## src/montmul_pkg.sv

```systemverilog
package montmul_pkg;

    // operand and datapath widths
    localparam int op_width = 1024;
    // room for the shifted accumulator plus 3B and 3M, and a sign bit
    localparam int acc_width = op_width + 3;
    // two bits of a are consumed per iteration
    localparam int iter_count = op_width / 2;
    localparam int iter_cnt_width = $clog2(iter_count + 1);

    typedef logic [op_width-1:0] operand_t;
    typedef logic [acc_width-1:0] acc_t;

    typedef enum logic [2:0] {
        st_idle,
        st_prep_m,
        st_prep_b,
        st_add_b,
        st_add_m,
        st_reduce,
        st_done
    } ctrl_state_e;

    // multiple select codes
    typedef enum logic [2:0] {
        sel_zero = 3'd0,
        sel_b    = 3'd1,
        sel_2b   = 3'd2,
        sel_3b   = 3'd3,
        sel_m    = 3'd4,
        sel_2m   = 3'd5,
        sel_3m   = 3'd6
    } mult_sel_e;

    typedef enum logic [2:0] {
        acc_hold,
        acc_clear,
        acc_add,
        acc_add_shift,
        acc_sub_m
    } acc_op_e;

    typedef struct packed {
        acc_op_e acc_op;
        logic    load_a;
        logic    shift_a;
        logic    prep_m;
        logic    prep_b;
        logic    phase_m;
        logic    result_en;
    } ctrl_bus_t;

    typedef struct packed {
        acc_t three_b;
        acc_t three_m;
    } multiples_t;

    // controller outputs when nothing is happening
    localparam ctrl_bus_t ctrl_idle = '{
        acc_op:    acc_hold,
        load_a:    1'b0,
        shift_a:   1'b0,
        prep_m:    1'b0,
        prep_b:    1'b0,
        phase_m:   1'b0,
        result_en: 1'b0
    };

endpackage

```

## src/montmul_ctrl.sv

```systemverilog
module montmul_ctrl import montmul_pkg::*; (
    input  logic      clk,
    input  logic      resetn,
    input  logic      start,
    input  logic      sub_negative,
    output ctrl_bus_t ctrl,
    output logic      busy,
    output logic      done
);

    ctrl_state_e               state_q;
    ctrl_state_e               state_d;
    logic [iter_cnt_width-1:0] iter_q;
    logic                      last_iter;
    logic                      done_q;

    // the current pair is the final one
    assign last_iter = (iter_q == iter_cnt_width'(iter_count - 1));

    always_ff @(posedge clk) begin
        if (!resetn) begin
            state_q <= st_idle;
        end else begin
            state_q <= state_d;
        end
    end

    // one count per B/M pair
    always_ff @(posedge clk) begin
        if (!resetn) begin
            iter_q <= '0;
        end else if (state_q == st_idle) begin
            iter_q <= '0;
        end else if (state_q == st_add_m) begin
            iter_q <= iter_q + 1'b1;
        end
    end

    // next state
    always_comb begin
        state_d = state_q;
        unique case (state_q)
            st_idle: begin
                if (start) begin
                    state_d = st_prep_m;
                end
            end
            st_prep_m: state_d = st_prep_b;
            st_prep_b: state_d = st_add_b;
            st_add_b:  state_d = st_add_m;
            st_add_m: begin
                if (last_iter) begin
                    state_d = st_reduce;
                end else begin
                    state_d = st_add_b;
                end
            end
            st_reduce: begin
                // stay until the trial difference goes negative
                if (sub_negative) begin
                    state_d = st_done;
                end
            end
            st_done:   state_d = st_idle;
            default:   state_d = st_idle;
        endcase
    end

    // datapath controls
    always_comb begin
        ctrl = ctrl_idle;
        unique case (state_q)
            st_idle: begin
                if (start) begin
                    ctrl.acc_op = acc_clear;
                    ctrl.load_a = 1'b1;
                end
            end
            st_prep_m: begin
                ctrl.prep_m = 1'b1;
            end
            st_prep_b: begin
                ctrl.prep_b = 1'b1;
            end
            st_add_b: begin
                ctrl.acc_op = acc_add;
            end
            st_add_m: begin
                ctrl.acc_op  = acc_add_shift;
                ctrl.phase_m = 1'b1;
                ctrl.shift_a = 1'b1;
            end
            st_reduce: begin
                // accumulator drops the difference once it is negative
                ctrl.acc_op = acc_sub_m;
            end
            st_done: begin
                ctrl.result_en = 1'b1;
            end
            default: begin
                ctrl = ctrl_idle;
            end
        endcase
    end

    // done follows the result register update by the same edge
    always_ff @(posedge clk) begin
        if (!resetn) begin
            done_q <= 1'b0;
        end else begin
            done_q <= (state_q == st_done);
        end
    end

    assign done = done_q;
    assign busy = (state_q != st_idle);

endmodule

```

## config.mk

```make
export PLATFORM = sky130hd
export DESIGN_NAME = montmul_ctrl
export DESIGN_NICKNAME = d
export VERILOG_FILES = /design/src/montmul_pkg.sv /design/src/montmul_ctrl.sv
export SDC_FILE = /design/constraint.sdc
export NUM_CORES = 1
export LEC_CHECK = 0
export BUFFER_PORTS_ARGS = -buffer_cell sky130_fd_sc_hd__buf_2
export CELL_PAD_IN_SITES_DETAIL_PLACEMENT = 0
export CELL_PAD_IN_SITES_GLOBAL_PLACEMENT = 1
export CORE_UTILIZATION = 40
export CTS_CLUSTER_SIZE = 20
export DETAILED_ROUTE_END_ITERATION = 12
export PLACE_DENSITY = 0.83
export RECOVER_POWER = 50
export SLEW_MARGIN = 20
export SYNTH_ARGS = -nofsm -noshare
export SYNTH_HDL_FRONTEND = slang
export SYNTH_SLANG_ARGS = --single-unit
```

## constraint.sdc

```tcl
create_clock -name clk -period 2.5 [get_ports clk]
set_clock_uncertainty 0.05 [all_clocks]
set_input_delay 0 -clock clk [delete_from_list [all_inputs] [get_ports clk]]
set_output_delay 0 -clock clk [all_outputs]
set_load 0.01 [all_outputs]
```

-- Word-level counts from Yosys, hierarchy flattened
Index checks and enable logic that the tools add are counted.
- add/sub/neg operators: 1
- equal/unequal tests: 9
- muxes and demuxes: 11
- bitwise logic cells: 1
- reduce and logical (&&, ||, !) cells: 4
- operator list (cell ; count):
    case mux 3 bit (6 select lines) ; 1
    case mux 3 bit (4 select lines) ; 1
    adder 10 x 1 -> 10 bit (second input constant) ; 1
    == test 10 x 9 -> 1 bit (second input constant) ; 1
    == test 3 bit (second input constant) ; 3
    two-way mux 3 bit ; 3
    == test 3 x 2 -> 1 bit (second input constant) ; 2
    two-way mux 1 bit ; 5
    != test 2 bit (second input constant) ; 2
    == test 3 x 1 -> 1 bit (second input constant) ; 1
    logical NOT 3 bit ; 1
    nonzero test 3 bit ; 1
    two-way mux 2 bit ; 1
    AND reduction 2 bit ; 1
    OR reduction 2 bit ; 1
    inverter 1 bit ; 1
- register bits after elaboration: 14
- input bits: 4
- output and inout port bits: 11
- word-level logic and storage cells: 29

-- Logic depth before layout (Yosys ltp)
Gate-level depths: netlist of the first run.
- word-level depth: 3
- gate-level depth with buffers: 7

-- Worst setup path before layout of the first run
Ideal clock, no wire load.
- path kind: reg-to-reg
- start: register state_q[1]
- end: register iter_q[7]
- setup time: 0.123 ns
- arrival time: 1.419 ns
- data required time: 2.327 ns
- slack: 0.908 ns
- stages on the path, launching flop included: 7
- path buffers: 2
- cells stage by stage: dfxtp_1 -> buf_6 -> or3b_1 -> buf_6 -> nor4_1 -> xnor2_1 -> nor2_2
- word-level cells in the longest chain between the ends: 2
- elaborated cells on any way between the ends: 3
- RTL lines (item ; RTL line ; RTL):
    start, declared ; montmul_ctrl.sv:11 ; ctrl_state_e state_q;
    start signal, assigned ; montmul_ctrl.sv:22 ; state_q <= st_idle;
    start signal, assigned ; montmul_ctrl.sv:24 ; state_q <= state_d;
    logical NOT 3 bit ; montmul_ctrl.sv:32 ; end else if (state_q == st_idle) begin
    OR reduction 2 bit (no line) ; - ;
    end signal, assigned ; montmul_ctrl.sv:35 ; iter_q <= iter_q + 1'b1;
    end, declared ; montmul_ctrl.sv:13 ; logic [iter_cnt_width-1:0] iter_q;
Parallel ways exist; a longest one is shown, timed or not.
A chain may end at the register's enable or synchronous reset.

-- Final worst setup path of the first run
- start: register state_q[2]
- end: register iter_q[7]
The elaborated chain is that of the path after synthesis.

==> results of run 1 <==
==> tightest hold or removal path, delay by kind of cell <==
family | cells | cell delay (ns)
simple gates | 2 | 0.23
compound gates | 2 | 0.13
buf+inv | 1 | 0.09
==> cell families after synthesis <==
kind of cell             share of synthesized area [%]
XOR/XNOR                                         11.07
AO/OA/AOI/OAI                                    5.975
AND/OR/NAND/NOR                                  34.45
buffers and inverters                            7.381
flip-flops                                       39.37
adder cells (fa/ha/maj)                          1.757
==> area by class of cell <==
cell class	instances	area, µm²	share of cell area, %
multi-input cells	65	379.1	47.79
well taps	16	20.02	2.524
clock buffers	3	22.52	2.839
inverters	3	11.26	1.420
repair buffers	16	80.08	10.09
flip-flops and latches	14	280.3	35.33
==> through the flow <==
step / hold WS [ns] / power [µW]
finish: 0.1820 / 426.9
global route: 0.2369 / 452.4
CTS: 0.1823 / 435.3
detailed placement: 0.2565 / 306.0
global placement: 0.2473 / 305.3
floorplan: 0.03713 / 290.5
==> flip-flops by register name (all words and copies together) (netlist names) <==
signal,count
done,1
state_q,3
iter_q,10
==> Yosys cell counts <==
library cell	n
sky130_fd_sc_hd__dfxtp_1	14
sky130_fd_sc_hd__nand2_1	10
sky130_fd_sc_hd__nor2_1	8
sky130_fd_sc_hd__nand4_1	5
sky130_fd_sc_hd__nor3_1	5
sky130_fd_sc_hd__xnor2_1	5
sky130_fd_sc_hd__a21oi_1	4
sky130_fd_sc_hd__nand3_1	4
sky130_fd_sc_hd__xor2_1	4
sky130_fd_sc_hd__clkbuf_1	3
sky130_fd_sc_hd__o21ai_0	3
sky130_fd_sc_hd__and3_1	2
sky130_fd_sc_hd__buf_6	2
sky130_fd_sc_hd__inv_1	2
sky130_fd_sc_hd__nor2_2	2
sky130_fd_sc_hd__nor2b_1	2
sky130_fd_sc_hd__nor3b_1	2
sky130_fd_sc_hd__nor4_1	2
sky130_fd_sc_hd__or3_1	2
sky130_fd_sc_hd__and2_1	1
sky130_fd_sc_hd__buf_4	1
sky130_fd_sc_hd__ha_1	1
sky130_fd_sc_hd__inv_2	1
sky130_fd_sc_hd__nor4b_1	1
sky130_fd_sc_hd__o21a_1	1
sky130_fd_sc_hd__or3b_1	1
==> final timing paths <==
kind | start | to | cells past startpoint
max | state_q[2]$_SDFFE_PN0P_ | iter_q[7]$_SDFFE_PP0P_ | 4
min reg2reg | iter_q[1]$_SDFFE_PP0P_ | iter_q[1]$_SDFFE_PP0P_ | 2
max reg2reg | state_q[2]$_SDFFE_PN0P_ | iter_q[7]$_SDFFE_PP0P_ | 4
min | sub_negative | state_q[1]$_SDFFE_PN0P_ | 5
==> power breakdown <==
group | internal (µW) | leakage [µW] | total [µW] | switching [µW]
Combinational | 25.3 | 0.000170 | 59.6 | 34.4
Sequential | 229 | 0.000113 | 241 | 12.7
Clock | 55.8 | 0.0000138 | 126 | 70.0
==> layer usage <==
layer  vias up  GRT usage (%)
li1        328              -
met1       278          22.81
met2        16          23.82
met3         2          4.490
met4         0          9.091
met5         -              0
==> impl_table.tex, run 1 <==
\begin{tabular}{lr}
\hline
Metric & Value \\
\hline
\multicolumn{2}{l}{\textbf{Run status}} \\
\quad Status & complete, no violations \\
\multicolumn{2}{l}{\textbf{Synth}} \\
\quad Number of warnings printed during yosys synthesis & 0 \\
\quad Proportion of synthesized chip area in sequential cells & 39.37\% \\
\quad Mean area per synthesized cell & 8.090 µm² \\
\quad Synthesized Nets & 93 \\
\quad Summed instance area of the synthesized netlist & 711.9 µm² \\
\quad Top-area cell type share of the netlist area & 39.37\% \\
\quad Post-synthesis instance total & 88 \\
\quad Leading cell types by total area after synthesis & sky130\_fd\_sc\_hd\_\_dfxtp\_1 (39\%), sky130\_fd\_sc\_hd\_\_xnor2\_1 (6.2\%), sky130\_fd\_sc\_hd\_\_nand2\_1 (5.3\%) \\
\quad Number of flip-flops and latches in the synthesized netlist & 14 \\
\quad Number of distinct library cells after synthesis & 26 \\
\quad Top cell type by total area after synthesis & sky130\_fd\_sc\_hd\_\_dfxtp\_1 \\
\multicolumn{2}{l}{\textbf{Global routing}} \\
\quad Maximum number of pins on one net before global-route repair & 13 \\
\quad Congestion Overflow GR & 0 \\
\quad GRT Resource Usage Total & 16.72\% \\
\quad Number of antenna violations at the first check in global routing & 0 \\
\quad Global-route wire length before repair & 2394 µm \\
\quad Via count of the first global-routing pass & 571 \\
\multicolumn{2}{l}{\textbf{Clock tree}} \\
\quad Number of setup buffers added after CTS & 0 \\
\quad Post-cts hold buffer count & 2 \\
\quad Clock Latency Late Sink & 0.28 ns \\
\quad Clock Tree Root & sky130\_fd\_sc\_hd\_\_clkbuf\_4 \\
\quad Number of levels the H-tree was split into & 1 \\
\quad CTS Buf Count & 3 \\
\quad CTS tree & yes \\
\quad Reg clk slew, reported paths & 0.08 ns \\
\quad Max clock buf depth & 2 \\
\quad Number of cells upsized or downsized after cts & 0 \\
\quad CTS sink count & 14 \\
\multicolumn{2}{l}{\textbf{Route}} \\
\quad Highest metal used & met4 \\
\quad Total via count in the routed design & 624 \\
\quad Amount of wire on met2 after detailed routing & 615 µm \\
\quad Met1 WL & 701 µm \\
\quad Remaining antenna violation count & 0 \\
\quad Final routed DRC violation total & 0 \\
\quad Vias per Instance & 5.333 \\
\quad Detailed router's first-iteration violation count & 14 \\
\quad Met3 routed WL & 62 µm \\
\quad Routed len/inst & 11.89 µm \\
\quad Detailed-routing iteration count for the pre-antenna-repair pass & 6 \\
\quad Total Wirelength & 1391 µm \\
\multicolumn{2}{l}{\textbf{Finish}} \\
\quad Number of nets in the finished design & 108 \\
\quad Layout cell share with drive strength beyond 1 & 10.89\% \\
\quad Ant. Diodes & 0 \\
\quad Filler cell count & 159 \\
\quad Most frequent cells in the layout & sky130\_fd\_sc\_hd\_\_dfxtp\_1 (14), sky130\_fd\_sc\_hd\_\_nand2\_1 (10), sky130\_fd\_sc\_hd\_\_nor2\_1 (8), sky130\_fd\_sc\_hd\_\_clkbuf\_1 (8), sky130\_fd\_sc\_hd\_\_buf\_2 (6) \\
\quad Synthesis-to-layout area growth & 11.42\% \\
\quad Util after Layout & 50.32\% \\
\quad Final std cell area, no fill & 793.3 µm² \\
\quad Final standard cell count with taps included and fillers excluded & 117 \\
\quad Most common cell after layout, fill and taps aside & sky130\_fd\_sc\_hd\_\_dfxtp\_1 \\
\multicolumn{2}{l}{\textbf{STA}} \\
\quad Setup repair after global routing missed its margin & false \\
\quad Worst Setup Slack, final & 0.6768 ns \\
\quad Final period utilization & 72.93\% \\
\quad Slew of the pin with the lowest slew margin & 0.4070 ns \\
\quad Total count of hold-check failures in the final report & 0 \\
\quad Worst rel slew slack & 72.80\% \\
\quad Minimum clock period & 1.823 ns \\
\quad Count of endpoints failing setup in the final report & 0 \\
\quad Accumulated negative setup slack & 0 ns \\
\quad Maximum clock frequency & 0.5485 GHz \\
\quad Max-slew violation count & 0 \\
\multicolumn{2}{l}{\textbf{Setup path}} \\
\quad Cell-by-cell listing of the critical path & or3b\_1 -> nor4\_1 -> xnor2\_1 -> nor2\_2 \\
\quad Buffers and inverters on the worst path & 0 \\
\quad Startpoint kind of the worst setup timing path & flip-flop \\
\quad Reg-to-reg slack, setup & 0.68 ns \\
\quad Crit-path slowest cell & sky130\_fd\_sc\_hd\_\_dfxtp\_1 \\
\quad Element type at the critical path end & flip-flop \\
\quad Critical path start-end classification & flip-flop to flip-flop \\
\quad Critical-path maximum fanout & 12 \\
\quad Cell type group with the largest total delay on the critical path & simple AND/OR/NAND/NOR gates \\
\quad Biggest cell delay along the critical path & 0.54 ns \\
\quad Data arrival time of the worst path & 1.93 ns \\
\quad Required time of the critical path & 2.61 ns \\
\multicolumn{2}{l}{\textbf{Pwr}} \\
\quad Worst-case vdd ir drop & 0.2471 mV \\
\quad Pwr/cell area & 538.1 mW/mm² \\
\quad Static leakage power & 0.0002972 µW \\
\multicolumn{2}{l}{\textbf{Floorplan}} \\
\quad Die span in x & 44.19 µm \\
\quad Cell Rows & 14 \\
\quad I/O pin count & 15 \\
\quad Die area & 0.001953 mm² \\
\quad Core Region & 0.001577 mm² \\
\quad Vertical die dimension & 44.19 µm \\
\quad Initial Utilization & 45.16\% \\
\multicolumn{2}{l}{\textbf{Place}} \\
\quad GPL Wtd Cong & 0.7069 \\
\quad Post-placement setup slack & 0.7169 ns \\
\quad Placed cell count & 112 \\
\quad Buffers on Ports & 14 \\
\quad Detailed-placement wirelength estimate & 968.6 µm \\
\quad Post-placement cell area & 760.7 µm² \\
\multicolumn{2}{l}{\textbf{Job}} \\
\quad Number of max-cap violations & 0 \\
\multicolumn{2}{l}{\textbf{Min path}} \\
\quad Class of the tightest hold or removal check & input pin to flip-flop \\
\hline
\end{tabular}
Note: power is estimated with default switching activity, not from simulation.
==> run 2: changes to the inputs <==
--- a/config.mk
+++ b/config.mk
@@ -5,13 +5,15 @@
 export SDC_FILE = /design/constraint.sdc
 export NUM_CORES = 1
 export LEC_CHECK = 0
+export ABC_AREA = 1
 export BUFFER_PORTS_ARGS = -buffer_cell sky130_fd_sc_hd__buf_2
 export CELL_PAD_IN_SITES_DETAIL_PLACEMENT = 0
 export CELL_PAD_IN_SITES_GLOBAL_PLACEMENT = 1
-export CORE_UTILIZATION = 40
+export CORE_ASPECT_RATIO = 1.4
+export CORE_UTILIZATION = 36
 export CTS_CLUSTER_SIZE = 20
 export DETAILED_ROUTE_END_ITERATION = 12
-export PLACE_DENSITY = 0.83
+export PLACE_DENSITY = 0.77
 export RECOVER_POWER = 50
 export SLEW_MARGIN = 20
 export SYNTH_ARGS = -nofsm -noshare
==> constraint.sdc (replaced) <==
create_clock -name clk -period 1.8 [get_ports clk]
set_clock_uncertainty 0.05 [all_clocks]
set_input_delay 0 -clock clk [delete_from_list [all_inputs] [get_ports clk]]
set_output_delay 0 -clock clk [all_outputs]
set_load 0.01 [all_outputs]
==> run 2 against run 1 <==
Register-to-register slack lost 0.43 ns. Combinational power up 53%. Count of clock-buffer cells in the layout unchanged. Power increased by 39%. Cell count rose by 21%. Sequential share of layout area shrank 2.0 points. Hold slack worse by 0.16 ns. Global-route usage decreased by 0.80 points. Routed wire length rose by 10%. Synthesized cell count increased by 19%. Non-clock buffer count shrank 1. Die area grew 15%. Largest cell class unchanged.
==> impl_table.tex, run 2 <==
\begin{tabular}{lr}
\hline
Metric & Value \\
\hline
\multicolumn{2}{l}{\textbf{Setup path}} \\
\quad Data arrival time of the worst path & 1.70 ns (-0.23 ns) \\
\quad Required time of the critical path & 1.95 ns (-0.66 ns) \\
\quad Cell-by-cell listing of the critical path & nor2\_4 -> inv\_1 -> nor2\_1 -> nor2\_1 -> inv\_1 -> nor3\_1 \\
\quad Buffers and inverters on the worst path & 2 (+2) \\
\quad Critical-path maximum fanout & 8 (-4) \\
\quad Element type at the critical path end & flip-flop \\
\quad Critical path start-end classification & flip-flop to flip-flop \\
\quad Crit-path slowest cell & sky130\_fd\_sc\_hd\_\_dfxtp\_1 \\
\quad Cell type group with the largest total delay on the critical path & simple AND/OR/NAND/NOR gates \\
\quad Startpoint kind of the worst setup timing path & flip-flop \\
\quad Biggest cell delay along the critical path & 0.52 ns (-0.02 ns) \\
\multicolumn{2}{l}{\textbf{Synth}} \\
\quad Post-synthesis instance total & 105 (+19\%) \\
\quad Number of distinct library cells after synthesis & 26 (unchanged) \\
\quad Most frequently used cell type in the post-synthesis netlist & sky130\_fd\_sc\_hd\_\_nand2\_1 \\
\quad Number of warnings printed during yosys synthesis & 0 (unchanged) \\
\quad Summed instance area of the synthesized netlist & 740.7 µm² (+4.0\%) \\
\quad Most used flip-flop cell after synthesis & sky130\_fd\_sc\_hd\_\_dfxtp\_1 \\
\quad Synthesized Nets & 110 (+18\%) \\
\quad Top-area cell type share of the netlist area & 37.84\% (-1.5 points) \\
\quad Proportion of synthesized chip area in sequential cells & 37.84\% (-1.5 points) \\
\quad Number of enable-type register cells in the synthesized netlist & 0 (unchanged) \\
\quad Top cell type by total area after synthesis & sky130\_fd\_sc\_hd\_\_dfxtp\_1 \\
\quad Async set or reset register ratio after synthesis & 0\% (unchanged) \\
\quad Mean area per synthesized cell & 7.054 µm² (-13\%) \\
\quad Leading cell types by total area after synthesis & sky130\_fd\_sc\_hd\_\_dfxtp\_1 (38\%), sky130\_fd\_sc\_hd\_\_nand2\_1 (8.6\%), sky130\_fd\_sc\_hd\_\_inv\_1 (8.1\%) \\
\quad Top cells by instance count after synthesis & sky130\_fd\_sc\_hd\_\_nand2\_1 (17), sky130\_fd\_sc\_hd\_\_inv\_1 (16), sky130\_fd\_sc\_hd\_\_nor2\_1 (16) \\
\quad Number of flip-flops and latches in the synthesized netlist & 14 (unchanged) \\
\multicolumn{2}{l}{\textbf{Finish}} \\
\quad Register ranked first by flip-flop count & iter\_q \\
\quad Number of nets in the finished design & 128 (+19\%) \\
\quad Util after Layout & 43.20\% (-7.1 points) \\
\quad Ant. Diodes & 0 (unchanged) \\
\quad Filler cell count & 219 (+38\%) \\
\quad Flip-flop count of the largest register after layout & 10 (unchanged) \\
\quad Synthesis-to-layout area growth & 13.68\% \\
\quad Most frequent cells in the layout & sky130\_fd\_sc\_hd\_\_inv\_1 (18), sky130\_fd\_sc\_hd\_\_nand2\_1 (17), sky130\_fd\_sc\_hd\_\_nor2\_1 (17) \\
\quad Final standard cell count with taps included and fillers excluded & 142 (+21\%) \\
\quad Final std cell area, no fill & 842.1 µm² (+6.2\%) \\
\quad Most common cell after layout, fill and taps aside & sky130\_fd\_sc\_hd\_\_inv\_1 \\
\quad Layout cell share with drive strength beyond 1 & 13.22\% (+2.3 points) \\
\multicolumn{2}{l}{\textbf{Route}} \\
\quad Amount of wire on met2 after detailed routing & 799 µm (+30\%) \\
\quad Detailed-routing iteration count for the pre-antenna-repair pass & 4 (-2) \\
\quad Total via count in the routed design & 692 (+11\%) \\
\quad Routed len/inst & 10.80 µm (-9.2\%) \\
\quad Detailed router's first-iteration violation count & 8 (-6) \\
\quad Final routed DRC violation total & 0 (unchanged) \\
\quad Highest metal used & met4 \\
\quad Met1 WL & 643 µm (-8.3\%) \\
\quad Total Wirelength & 1533 µm (+10\%) \\
\quad Met3 routed WL & 52 µm (-16\%) \\
\quad Vias per Instance & 4.873 (-8.6\%) \\
\quad Remaining antenna violation count & 0 (unchanged) \\
\multicolumn{2}{l}{\textbf{STA}} \\
\quad Final period utilization & 86.27\% (+13 points) \\
\quad Accumulated negative setup slack & 0 ns (unchanged) \\
\quad Max-slew violation count & 0 (unchanged) \\
\quad Worst Setup Slack, final & 0.2472 ns (-0.4296 ns) \\
\quad Setup repair after global routing missed its margin & false \\
\quad Total count of hold-check failures in the final report & 0 (unchanged) \\
\quad Count of endpoints failing setup in the final report & 0 (unchanged) \\
\quad Maximum clock frequency & 0.6440 GHz (+17\%) \\
\quad Worst rel slew slack & 75.02\% (+2.2 points) \\
\quad Minimum clock period & 1.553 ns (-0.2704 ns) \\
\quad Slew of the pin with the lowest slew margin & 0.3734 ns (-0.03363 ns) \\
\multicolumn{2}{l}{\textbf{Pwr}} \\
\quad Worst-case vdd ir drop & 0.2638 mV (+6.8\%) \\
\quad Pwr/cell area & 703.3 mW/mm² (+31\%) \\
\quad Static leakage power & 0.0004060 µW (+37\%) \\
\multicolumn{2}{l}{\textbf{Place}} \\
\quad GPL Wtd Cong & 0.7147 (+1.1\%) \\
\quad Detailed-placement wirelength estimate & 1183 µm (+22\%) \\
\quad Post-placement cell area & 818.3 µm² (+7.6\%) \\
\quad Placed cell count & 138 (+23\%) \\
\quad Buffers on Ports & 14 (unchanged) \\
\quad Post-placement setup slack & 0.3574 ns (-0.3595 ns) \\
\multicolumn{2}{l}{\textbf{Clock tree}} \\
\quad CTS tree & yes \\
\quad CTS sink count & 14 (unchanged) \\
\quad Max clock buf depth & 2 (unchanged) \\
\quad Number of cells upsized or downsized after cts & 0 (unchanged) \\
\quad CTS Buf Count & 3 (unchanged) \\
\quad Clock Tree Root & sky130\_fd\_sc\_hd\_\_clkbuf\_4 \\
\quad Number of setup buffers added after CTS & 0 (unchanged) \\
\quad Number of levels the H-tree was split into & 1 (unchanged) \\
\quad Clock Latency Late Sink & 0.27 ns (about the same) \\
\quad Reg clk slew, reported paths & 0.07 ns (about the same) \\
\multicolumn{2}{l}{\textbf{Min path}} \\
\quad Class of the tightest hold or removal check & input pin to flip-flop \\
\multicolumn{2}{l}{\textbf{Job}} \\
\quad Number of max-cap violations & 0 (unchanged) \\
\multicolumn{2}{l}{\textbf{Floorplan}} \\
\quad Core Region & 0.001949 mm² (+24\%) \\
\quad Die span in x & 40.34 µm (-8.7\%) \\
\quad Vertical die dimension & 55.67 µm (+26\%) \\
\quad Cell Rows & 19 (+5) \\
\quad Initial Utilization & 38.00\% (-7.2 points) \\
\quad Die area & 0.002245 mm² (+15\%) \\
\quad I/O pin count & 15 (unchanged) \\
\multicolumn{2}{l}{\textbf{Global routing}} \\
\quad Number of antenna violations at the first check in global routing & 0 (unchanged) \\
\quad Congestion Overflow GR & 0 (unchanged) \\
\quad Via count of the first global-routing pass & 626 (+9.6\%) \\
\quad Global-route wire length before repair & 2497 µm (+4.3\%) \\
\quad Maximum number of pins on one net before global-route repair & 9 (-4) \\
\quad GRT Resource Usage Total & 15.92\% (-0.80 points) \\
\multicolumn{2}{l}{\textbf{Run status}} \\
\quad Status & complete, no violations \\
\hline
\end{tabular}
run 2: changes by cell type in the layout (fill, tap and decap cells not counted), sizes merged, moves of 4 or more:
cell	previous run	this run
a21oi	4	9
nand2	10	18
xnor2	5	1
nor2	10	18
inv	3	18
run 2: area by class of cell:
cell class / count / area, µm² / area share (%)
multi-input cells: 71 / 371.6 / 44.13
inverters: 18 / 67.56 / 8.024
clock buffers: 3 / 22.52 / 2.675
repair buffers: 15 / 73.82 / 8.767
flip-flops and latches: 14 / 280.3 / 33.28
well taps: 21 / 26.28 / 3.120
run 2: through the flow:
step / total power (µW) / hold slack [ns]
5_1_grt: 634.7 / 0.02738
4_1_cts: 609.3 / 0.02371
6_report: 592.2 / 0.02223
3_3_place_gp: 432.2 / 0.2593
3_5_place_dp: 432.2 / 0.2684
2_1_floorplan: 406.3 / 0.07946
run 2: cell families after synthesis:
kind of cell               Yosys count  synth area share [%]
AOI/OAI and AO/OA                   14                 9.966
adders and majority gates            1                 1.689
DFF                                 14                 37.84
and+or+nand+nor                     54                 36.49
xor gates and xnor gates             2                 2.365
buffers and inverters               20                 11.66
run 2: power breakdown:
part,total [µW],internal [µW],switching (µW)
clock network,170,77.4,92.3
logic,91.4,35.2,56.2
registers,331,317,13.9
run 2: worst reg2reg max path, cell delays in order (launching register included):
cell and delay, ns:
sky130_fd_sc_hd__dfxtp_1 0.52, sky130_fd_sc_hd__nor2_4 0.10, sky130_fd_sc_hd__inv_1 0.08, sky130_fd_sc_hd__nor2_1 0.06, sky130_fd_sc_hd__nor2_1 0.26, sky130_fd_sc_hd__inv_1 0.20, sky130_fd_sc_hd__nor3_1 0.21
run 2: metal layers:
metal / vias up / GRT usage [%]
met5: - / 0
met4: 0 / 10.48
met3: 4 / 2.400
met2: 16 / 26.98
met1: 306 / 16.33
li1: 366 / -
run 2: timing repair:
| item | CTS | global route |
|---|---|---|
| hold buffers | 1 | 0 |
| endpoints found under the setup margin | 0 | 0 |
| endpoints found under the hold margin | 2 | 0 |
run 2: final timing paths:
check	from	endpoint	slack, ns	depth (start not counted)
max	state_q[0]$_SDFFE_PN0P_	iter_q[8]$_SDFFE_PP0P_	0.25	6
min	sub_negative	state_q[0]$_SDFFE_PN0P_	0.02	4
max reg2reg	state_q[0]$_SDFFE_PN0P_	iter_q[8]$_SDFFE_PP0P_	0.25	6
min reg2reg	iter_q[3]$_SDFFE_PP0P_	iter_q[3]$_SDFFE_PP0P_	0.44	1
